### config.mk
export PLATFORM = sky130hd
export DESIGN_NAME = cpu
export DESIGN_NICKNAME = d
export VERILOG_FILES = /design/src/isa_pkg.sv /design/src/pipe_pkg.sv /design/src/stage_if.sv /design/src/register_bank.sv /design/src/fetch.sv /design/src/decode.sv /design/src/execute.sv /design/src/memory_stage.sv /design/src/cpu.sv
export VERILOG_INCLUDE_DIRS = /design/src /design/src/src
export SDC_FILE = /design/constraint.sdc
export NUM_CORES = 2
export LEC_CHECK = 0
export BUFFER_PORTS_ARGS = -buffer_cell sky130_fd_sc_hd__buf_2
export CORE_MARGIN = 10
export CORE_UTILIZATION = 46
export CTS_CLUSTER_SIZE = 8
export DETAILED_ROUTE_END_ITERATION = 10
export MAX_ROUTING_LAYER = met4
export PLACE_DENSITY = 0.64
export SLEW_MARGIN = 20
export SYNTH_ARGS = -nofsm -noshare
export SYNTH_HDL_FRONTEND = slang
export SYNTH_HIERARCHICAL = 1
export SYNTH_SLANG_ARGS = --single-unit
### constraint.sdc
create_clock -name clock -period 5.8 [get_ports clock]
set_clock_uncertainty 0.1 [all_clocks]
set_input_delay 1.45 -clock clock [delete_from_list [all_inputs] [get_ports clock]]
set_output_delay 1.45 -clock clock [all_outputs]
set_load 0.02 [all_outputs]
### src/cpu_cfg.svh
`ifndef CPU_CFG_SVH
`define CPU_CFG_SVH

// Datapath and register file
`define XLEN        32
`define REG_ADDR_W  5

// External ROM word address width
`define ROM_ADDR_W  8

`define RAM_WORDS   64  // Data RAM depth in words

`define LED_REG     1   // Register shown on the LEDs
`define LED_W       6

`endif

### src/isa_pkg.sv
`include "cpu_cfg.svh"

package isa_pkg;

    typedef logic [`XLEN-1:0]       word_t;
    typedef logic [`REG_ADDR_W-1:0] reg_addr_t;
    typedef logic [6:0]             opcode_t;

    // Major opcodes of the supported subset
    localparam opcode_t OP_REG    = 7'b0110011;
    localparam opcode_t OP_IMM    = 7'b0010011;
    localparam opcode_t OP_LOAD   = 7'b0000011;
    localparam opcode_t OP_STORE  = 7'b0100011;
    localparam opcode_t OP_BRANCH = 7'b1100011;

    // funct3 / funct7 values
    localparam logic [2:0] F3_ADD  = 3'b000;
    localparam logic [2:0] F3_XOR  = 3'b100;
    localparam logic [2:0] F3_OR   = 3'b110;
    localparam logic [2:0] F3_AND  = 3'b111;
    localparam logic [2:0] F3_WORD = 3'b010;  // lw and sw
    localparam logic [2:0] F3_BEQ  = 3'b000;
    localparam logic [6:0] F7_SUB  = 7'b0100000;

    typedef enum logic [2:0] {
        ALU_ADD,
        ALU_SUB,
        ALU_AND,
        ALU_OR,
        ALU_XOR
    } alu_op_t;

endpackage

### src/pipe_pkg.sv
`include "cpu_cfg.svh"

package pipe_pkg;

    // Byte address carried along with each instruction
    typedef logic [`XLEN-1:0] pc_t;

    // Word index into the external ROM
    typedef logic [`ROM_ADDR_W-1:0] rom_addr_t;

    // Word index into the data RAM
    typedef logic [$clog2(`RAM_WORDS)-1:0] ram_index_t;

    typedef logic [`LED_W-1:0] led_t;

endpackage

### src/stage_if.sv
// Decode to execute bundle
interface de_ex_if;
    logic                valid;
    pipe_pkg::pc_t       pc;
    isa_pkg::word_t      rs1_value;
    isa_pkg::word_t      rs2_value;
    isa_pkg::word_t      imm;
    isa_pkg::reg_addr_t  rd;
    isa_pkg::alu_op_t    alu_op;
    logic                alu_src_imm;   // Second ALU operand is imm
    logic                is_branch;
    logic                mem_read;
    logic                mem_write;
    logic                reg_write;

    modport producer (output valid, pc, rs1_value, rs2_value, imm, rd, alu_op,
                      alu_src_imm, is_branch, mem_read, mem_write, reg_write);
    modport consumer (input valid, pc, rs1_value, rs2_value, imm, rd, alu_op,
                      alu_src_imm, is_branch, mem_read, mem_write, reg_write);
endinterface

// Execute to memory bundle
interface ex_mem_if;
    logic                valid;
    isa_pkg::word_t      result;       // ALU result or memory address
    isa_pkg::word_t      store_data;
    isa_pkg::reg_addr_t  rd;
    logic                mem_read;
    logic                mem_write;
    logic                reg_write;

    modport producer (output valid, result, store_data, rd, mem_read, mem_write, reg_write);
    modport consumer (input valid, result, store_data, rd, mem_read, mem_write, reg_write);
endinterface

### src/register_bank.sv
`include "cpu_cfg.svh"

module register_bank (
    input  logic                clock,
    input  logic                reset,
    input  logic                enable,
    input  isa_pkg::reg_addr_t  rs1,
    input  isa_pkg::reg_addr_t  rs2,
    output isa_pkg::word_t      value1,
    output isa_pkg::word_t      value2,
    input  logic                wb_enable,
    input  isa_pkg::reg_addr_t  wb_rd,
    input  isa_pkg::word_t      wb_value,
    output pipe_pkg::led_t      led
);

    isa_pkg::word_t regs [2**`REG_ADDR_W];

    // Write-through read, x0 never bypassed
    function automatic isa_pkg::word_t read_port(input isa_pkg::reg_addr_t addr);
        isa_pkg::word_t value;
        value = regs[addr];
        if (wb_enable && addr == wb_rd && addr != '0)
            value = wb_value;
        return value;
    endfunction

    always_ff @(posedge clock) begin
        if (reset) begin
            for (int i = 0; i < 2**`REG_ADDR_W; i++)
                regs[i] <= '0;
        end else if (enable && wb_enable && wb_rd != '0) begin
            regs[wb_rd] <= wb_value;
        end
    end

    always_comb value1 = read_port(rs1);
    always_comb value2 = read_port(rs2);

    assign led = regs[`LED_REG][`LED_W-1:0];  // Registered value only

endmodule

### src/fetch.sv
module fetch (
    input  logic                 clock,
    input  logic                 reset,
    input  logic                 enable,
    input  logic                 redirect,
    input  pipe_pkg::pc_t        redirect_target,
    output pipe_pkg::rom_addr_t  rom_address,
    input  isa_pkg::word_t       rom_data,
    output isa_pkg::word_t       instr,
    output pipe_pkg::pc_t        instr_pc,
    output logic                 instr_valid
);

    pipe_pkg::pc_t pc;

    assign rom_address = pc[2 +: $bits(pipe_pkg::rom_addr_t)];  // Word index

    always_ff @(posedge clock) begin
        if (reset) begin
            pc          <= '0;
            instr_valid <= 1'b0;
        end else if (enable) begin
            pc          <= redirect ? redirect_target : pc + 32'd4;
            instr_valid <= !redirect;  // Wrong-path fetch
        end
    end

    always_ff @(posedge clock) begin
        if (enable) begin
            instr    <= rom_data;
            instr_pc <= pc;
        end
    end

endmodule

### src/decode.sv
module decode (
    input  logic                clock,
    input  logic                reset,
    input  logic                enable,
    input  isa_pkg::word_t      instr,
    input  pipe_pkg::pc_t       instr_pc,
    input  logic                instr_valid,
    input  logic                redirect,
    output isa_pkg::reg_addr_t  rs1,
    output isa_pkg::reg_addr_t  rs2,
    input  isa_pkg::word_t      value1,
    input  isa_pkg::word_t      value2,
    de_ex_if.producer           de
);

    isa_pkg::opcode_t    opcode;
    logic [2:0]          funct3;
    logic [6:0]          funct7;
    isa_pkg::reg_addr_t  rd;
    isa_pkg::word_t      imm_i;
    isa_pkg::word_t      imm_s;
    isa_pkg::word_t      imm_b;
    isa_pkg::word_t      imm;
    isa_pkg::alu_op_t    funct_op;
    isa_pkg::alu_op_t    alu_op;
    logic                funct_known;
    logic                known;
    logic                alu_src_imm;
    logic                is_branch;
    logic                mem_read;
    logic                mem_write;
    logic                reg_write;

    assign opcode = instr[6:0];
    assign rd     = instr[11:7];
    assign funct3 = instr[14:12];
    assign rs1    = instr[19:15];
    assign rs2    = instr[24:20];
    assign funct7 = instr[31:25];

    assign imm_i = {{20{instr[31]}}, instr[31:20]};
    assign imm_s = {{20{instr[31]}}, instr[31:25], instr[11:7]};
    assign imm_b = {{19{instr[31]}}, instr[31], instr[7], instr[30:25], instr[11:8], 1'b0};

    // funct3 to ALU operation, shared by register and immediate forms
    always_comb begin
        funct_known = 1'b1;
        case (funct3)
            isa_pkg::F3_ADD: begin
                if (opcode == isa_pkg::OP_REG && funct7 == isa_pkg::F7_SUB)
                    funct_op = isa_pkg::ALU_SUB;
                else
                    funct_op = isa_pkg::ALU_ADD;
            end
            isa_pkg::F3_XOR: funct_op = isa_pkg::ALU_XOR;
            isa_pkg::F3_OR:  funct_op = isa_pkg::ALU_OR;
            isa_pkg::F3_AND: funct_op = isa_pkg::ALU_AND;
            default: begin
                funct_op    = isa_pkg::ALU_ADD;
                funct_known = 1'b0;
            end
        endcase
    end

    always_comb begin
        known       = 1'b0;
        imm         = imm_i;
        alu_op      = isa_pkg::ALU_ADD;  // Address adder for loads and stores
        alu_src_imm = 1'b0;
        is_branch   = 1'b0;
        mem_read    = 1'b0;
        mem_write   = 1'b0;
        reg_write   = 1'b0;
        case (opcode)
            isa_pkg::OP_REG: begin
                known     = funct_known;
                alu_op    = funct_op;
                reg_write = 1'b1;
            end
            isa_pkg::OP_IMM: begin
                known       = funct_known;
                alu_op      = funct_op;
                alu_src_imm = 1'b1;
                reg_write   = 1'b1;
            end
            isa_pkg::OP_LOAD: begin
                known       = (funct3 == isa_pkg::F3_WORD);
                alu_src_imm = 1'b1;
                mem_read    = 1'b1;
                reg_write   = 1'b1;
            end
            isa_pkg::OP_STORE: begin
                known       = (funct3 == isa_pkg::F3_WORD);
                imm         = imm_s;
                alu_src_imm = 1'b1;
                mem_write   = 1'b1;
            end
            isa_pkg::OP_BRANCH: begin
                known     = (funct3 == isa_pkg::F3_BEQ);
                imm       = imm_b;
                alu_op    = isa_pkg::ALU_SUB;
                is_branch = 1'b1;
            end
            default: known = 1'b0;
        endcase
    end

    always_ff @(posedge clock) begin
        if (reset) begin
            de.valid     <= 1'b0;
            de.is_branch <= 1'b0;
            de.mem_read  <= 1'b0;
            de.mem_write <= 1'b0;
            de.reg_write <= 1'b0;
        end else if (enable) begin
            de.valid     <= instr_valid && known && !redirect;  // Squash on taken beq
            de.is_branch <= is_branch;
            de.mem_read  <= mem_read;
            de.mem_write <= mem_write;
            de.reg_write <= reg_write;
        end
    end

    always_ff @(posedge clock) begin
        if (enable) begin
            de.pc          <= instr_pc;
            de.rs1_value   <= value1;
            de.rs2_value   <= value2;
            de.imm         <= imm;
            de.rd          <= rd;
            de.alu_op      <= alu_op;
            de.alu_src_imm <= alu_src_imm;
        end
    end

endmodule

### src/execute.sv
module execute (
    input  logic           clock,
    input  logic           reset,
    input  logic           enable,
    de_ex_if.consumer      de,
    ex_mem_if.producer     em,
    output logic           redirect,
    output pipe_pkg::pc_t  redirect_target
);

    isa_pkg::word_t  operand_b;
    isa_pkg::word_t  alu_result;
    pipe_pkg::pc_t   target;
    logic            taken;

    assign operand_b = de.alu_src_imm ? de.imm : de.rs2_value;

    always_comb begin
        case (de.alu_op)
            isa_pkg::ALU_ADD: alu_result = de.rs1_value + operand_b;
            isa_pkg::ALU_SUB: alu_result = de.rs1_value - operand_b;
            isa_pkg::ALU_AND: alu_result = de.rs1_value & operand_b;
            isa_pkg::ALU_OR:  alu_result = de.rs1_value | operand_b;
            isa_pkg::ALU_XOR: alu_result = de.rs1_value ^ operand_b;
            default:          alu_result = de.rs1_value + operand_b;
        endcase
    end

    // beq only; the instruction here during a redirect is on the wrong path
    assign taken  = de.valid && de.is_branch && !redirect
                    && (de.rs1_value == de.rs2_value);
    assign target = de.pc + de.imm;

    always_ff @(posedge clock) begin
        if (reset) begin
            em.valid     <= 1'b0;
            em.mem_read  <= 1'b0;
            em.mem_write <= 1'b0;
            em.reg_write <= 1'b0;
            redirect     <= 1'b0;
        end else if (enable) begin
            em.valid     <= de.valid && !redirect;
            em.mem_read  <= de.mem_read;
            em.mem_write <= de.mem_write;
            em.reg_write <= de.reg_write;
            redirect     <= taken;  // One-cycle pulse
        end
    end

    always_ff @(posedge clock) begin
        if (enable) begin
            em.result       <= alu_result;
            em.store_data   <= de.rs2_value;
            em.rd           <= de.rd;
            redirect_target <= target;
        end
    end

endmodule

### src/memory_stage.sv
`include "cpu_cfg.svh"

module memory_stage (
    input  logic                clock,
    input  logic                reset,
    input  logic                enable,
    ex_mem_if.consumer          em,
    output logic                wb_enable,
    output isa_pkg::reg_addr_t  wb_rd,
    output isa_pkg::word_t      wb_value
);

    isa_pkg::word_t        ram [`RAM_WORDS];
    pipe_pkg::ram_index_t  index;
    isa_pkg::word_t        load_word;
    isa_pkg::word_t        wb_next;

    // Word address, upper bits ignored so accesses wrap
    assign index     = em.result[2 +: $bits(pipe_pkg::ram_index_t)];
    assign load_word = ram[index];  // Asynchronous read
    assign wb_next   = em.mem_read ? load_word : em.result;

    always_ff @(posedge clock) begin
        if (enable && em.valid && em.mem_write)
            ram[index] <= em.store_data;
    end

    always_ff @(posedge clock) begin
        if (reset)
            wb_enable <= 1'b0;
        else if (enable)
            wb_enable <= em.valid && em.reg_write;
    end

    always_ff @(posedge clock) begin
        if (enable) begin
            wb_rd    <= em.rd;
            wb_value <= wb_next;
        end
    end

endmodule

### src/cpu.sv
module cpu (
    input  logic                 clock,
    input  logic                 reset,
    input  logic                 enable,   // Clock enable for the whole core
    input  isa_pkg::word_t       rom_data,
    output pipe_pkg::rom_addr_t  rom_address,
    output pipe_pkg::led_t       led
);

    isa_pkg::reg_addr_t  rs1;
    isa_pkg::reg_addr_t  rs2;
    isa_pkg::word_t      value1;
    isa_pkg::word_t      value2;

    // Write-back into the register bank
    logic                wb_enable;
    isa_pkg::reg_addr_t  wb_rd;
    isa_pkg::word_t      wb_value;

    logic                redirect;
    pipe_pkg::pc_t       redirect_target;

    isa_pkg::word_t      instr;
    pipe_pkg::pc_t       instr_pc;
    logic                instr_valid;

    de_ex_if  de_ex ();
    ex_mem_if ex_mem ();

    register_bank u_register_bank (
        .clock(clock), .reset(reset), .enable(enable),
        .rs1(rs1), .rs2(rs2), .value1(value1), .value2(value2),
        .wb_enable(wb_enable), .wb_rd(wb_rd), .wb_value(wb_value), .led(led)
    );

    fetch u_fetch (
        .clock(clock), .reset(reset), .enable(enable),
        .redirect(redirect), .redirect_target(redirect_target),
        .rom_address(rom_address), .rom_data(rom_data),
        .instr(instr), .instr_pc(instr_pc), .instr_valid(instr_valid)
    );

    decode u_decode (
        .clock(clock), .reset(reset), .enable(enable),
        .instr(instr), .instr_pc(instr_pc), .instr_valid(instr_valid),
        .redirect(redirect), .rs1(rs1), .rs2(rs2),
        .value1(value1), .value2(value2), .de(de_ex.producer)
    );

    execute u_execute (
        .clock(clock), .reset(reset), .enable(enable),
        .de(de_ex.consumer), .em(ex_mem.producer),
        .redirect(redirect), .redirect_target(redirect_target)
    );

    memory_stage u_memory_stage (
        .clock(clock), .reset(reset), .enable(enable), .em(ex_mem.consumer),
        .wb_enable(wb_enable), .wb_rd(wb_rd), .wb_value(wb_value)
    );

endmodule

==> impl_metrics.env <==
export IMPL_final_cell_mix="edfxtp_1 (3326), and2_1 (965), mux4_2 (712)"
export IMPL_n_fill_cell=25200
export IMPL_path_max_fanout=13
export IMPL_postCtsHoldBufs=0
export IMPL_die_area_um2=344000
export IMPL_highest_layer="met4"
export IMPL_io_buffers=48
export IMPL_wl_met2_um=221000
export IMPL_cp_required_ns=6.35
export IMPL_clockBufferDepth=4
export IMPL_tns_ns=0
export IMPL_dr_pass1_iters=6
export IMPL_layout_min_cycle_time_ns=5.28
export IMPL_cts_tree="done"
export IMPL_slew_headroom_pct=17.5
export IMPL_wl_per_cell_um=37.9
export IMPL_setup_ws_ns=0.520
export IMPL_hpwl_um=311000
export IMPL_finalHoldViolCount=0
export IMPL_p_per_area_nw_per_um2=383
export IMPL_initial_utilization_pct=46.1
export IMPL_drc_errors=0
export IMPL_die_w_um=587
export IMPL_timing_final_crit_share_pct=91.0
export IMPL_final_setup_viol_count=0
export IMPL_slew_violations=0
export IMPL_synth_cells=8742
export IMPL_p_leak_nw=56.0
export IMPL_final_common_cell="edfxtp_1"
export IMPL_multi_input_area_um2=44200
export IMPL_rsz0062_at_grt="false"
export IMPL_place_inst=12800
export IMPL_drt_total_wl_um=508000
export IMPL_drive_gt1_share_pct=23.7
export IMPL_htree_levels=5
export IMPL_fmax_mhz=189
export IMPL_fin_cells=13400
export IMPL_syn_to_final_growth_pct=13.3
export IMPL_critPathBufInv=3
export IMPL_post_cts_resized=0
export IMPL_cts_buffers=457
export IMPL_grt_max_degree=126
export IMPL_grt_pass1_vias=87000
export IMPL_synth_cell_area_um2=148000
export IMPL_root_buffer="clkbuf_16"
export IMPL_gp_congestion=0.979
export IMPL_dp_worst_setup_slack_ns=0.614
export IMPL_ioPinCount=49
export IMPL_cp_data_arrival_time_ns=5.83
export IMPL_clock_sinks=3348
export IMPL_yosysWarnings=6
export IMPL_coreArea_um2=320000
export IMPL_status="complete, no violations"
export IMPL_dr_wl_met3_um=68800
export IMPL_crit_slowest_cell="edfxtp_1"
export IMPL_syn_avg_cell_area_um2=16.9
export IMPL_track_usage_pct=29.3
export IMPL_max_cap_violations=0
export IMPL_insertion_delay_ns=1.04
export IMPL_worstSetupStartpointType="flip-flop"
export IMPL_critPathMaxStageDelay_ns=0.86
export IMPL_num_vias=90000
export IMPL_crit_path_end_kind="flip-flop"
export IMPL_path_class="flip-flop to flip-flop"
export IMPL_met1_length_um=185000
export IMPL_ir_drop_v=0.000288
export IMPL_clk_pin_slew_ns=0.05
export IMPL_antenna_found_initial=56
export IMPL_via_per_inst=6.72
export IMPL_num_rows=208
export IMPL_grt_remaining_overflow=0
export IMPL_worstPathCellList="mux2i_4, inv_2, nor3_2, nand3_1, buf_4, nor2_1, a21oi_1, xnor2_1, ha_1, a21oi_1, nand2_1, or2_0, o211a_1, o221ai_1, buf_4, o21ai_1, a21oi_1, xor2_1, o21ai_1"
export IMPL_ff_latch_area_um2=100000
export IMPL_crit_top_cell="a21oi_1"
export IMPL_critPathTopFamily="compound AO/OA/AOI/OAI gates"
export IMPL_antenna_left=0
export IMPL_tightest_slew_ns=1.23
export IMPL_die_h_um=587
export IMPL_fin_nets=9127
export IMPL_drtIter0Drc=15100
export IMPL_grt_pass1_wl_um=701000
export IMPL_post_cts_buffers=0
export IMPL_postLayoutCoreUtil_pct=52.3
export IMPL_worstHoldPathType="flip-flop to flip-flop"
## registers in the layout, summed over array words and instances, names as in the netlist, 13 cells and up
signal                   count
u_decode/de.imm             13
u_decode/de.rs1_value       32
u_decode/de.rs2_value       32
u_execute/em.result         32
u_execute/em.store_data     32
u_fetch/instr               32
u_memory_stage/ram        2048
u_memory_stage/wb_value     32
u_register_bank/regs      1024
## where the power goes
group	total (mW)	internal [mW]	switching, mW
sequential	28.0	27.4	0.581
combinational	12.2	4.00	8.22
clock	23.9	14.0	9.87
## worst reg2reg max path, cell delays in order, from the launching register on
cell and delay [ns]:
edfxtp_1 0.86, mux2i_4 0.38, inv_2 0.10, nor3_2 0.26
nand3_1 0.21, buf_4 0.20, nor2_1 0.28, a21oi_1 0.15
xnor2_1 0.15, ha_1 0.35, a21oi_1 0.35, nand2_1 0.09
or2_0 0.30, o211a_1 0.26, o221ai_1 0.17, buf_4 0.18
o21ai_1 0.07, a21oi_1 0.20, xor2_1 0.18, o21ai_1 0.07
## metal layers
| metal | vias up | global-route usage (%) |
|---|---|---|
| li1 | 35300 | - |
| met1 | 46600 | 38.4 |
| met2 | 6861 | 41.5 |
| met3 | 1300 | 8.42 |
| met4 | 0 | 15.5 |
| met5 | - | - |
## final timing paths
check / start / end / slack (ns) / cells after the start
min: u_fetch/instr_pc[8]$_DFFE_PP_ / u_decode/de.pc[8]$_DFFE_PP_ / 0.32 / 0
max: u_decode/de.alu_src_imm$_DFFE_PP_ / u_execute/em.result[29]$_DFFE_PP_ / 0.52 / 19
min reg2reg: u_fetch/instr_pc[8]$_DFFE_PP_ / u_decode/de.pc[8]$_DFFE_PP_ / 0.32 / 0
max reg2reg: u_decode/de.alu_src_imm$_DFFE_PP_ / u_execute/em.result[29]$_DFFE_PP_ / 0.52 / 19
## layout make-up
| cell class | count | area share, % |
|---|---|---|
| flip-flops and latches | 3348 | 59.9 |
| diodes | 21 | 0.0314 |
| well taps | 4305 | 3.22 |
| repair buffers | 517 | 2.88 |
| clock inverters | 28 | 0.306 |
| inverters | 93 | 0.214 |
| multi-input cells | 4566 | 26.4 |
| clock buffers | 525 | 7.01 |
## through the flow
stage | hold slack [ns] | power, mW | area (um^2)
5_1_grt | 0.333 | 65.5 | 167000
6_report | 0.319 | 64.1 | 167000
3_3_place_gp | 0.304 | 40.1 | 155000
3_5_place_dp | 0.307 | 40.2 | 155000
2_1_floorplan | 0.300 | 34.9 | 148000
4_1_cts | 0.322 | 63.9 | 167000
No activity file was read; power rests on OpenSTA's default activity.
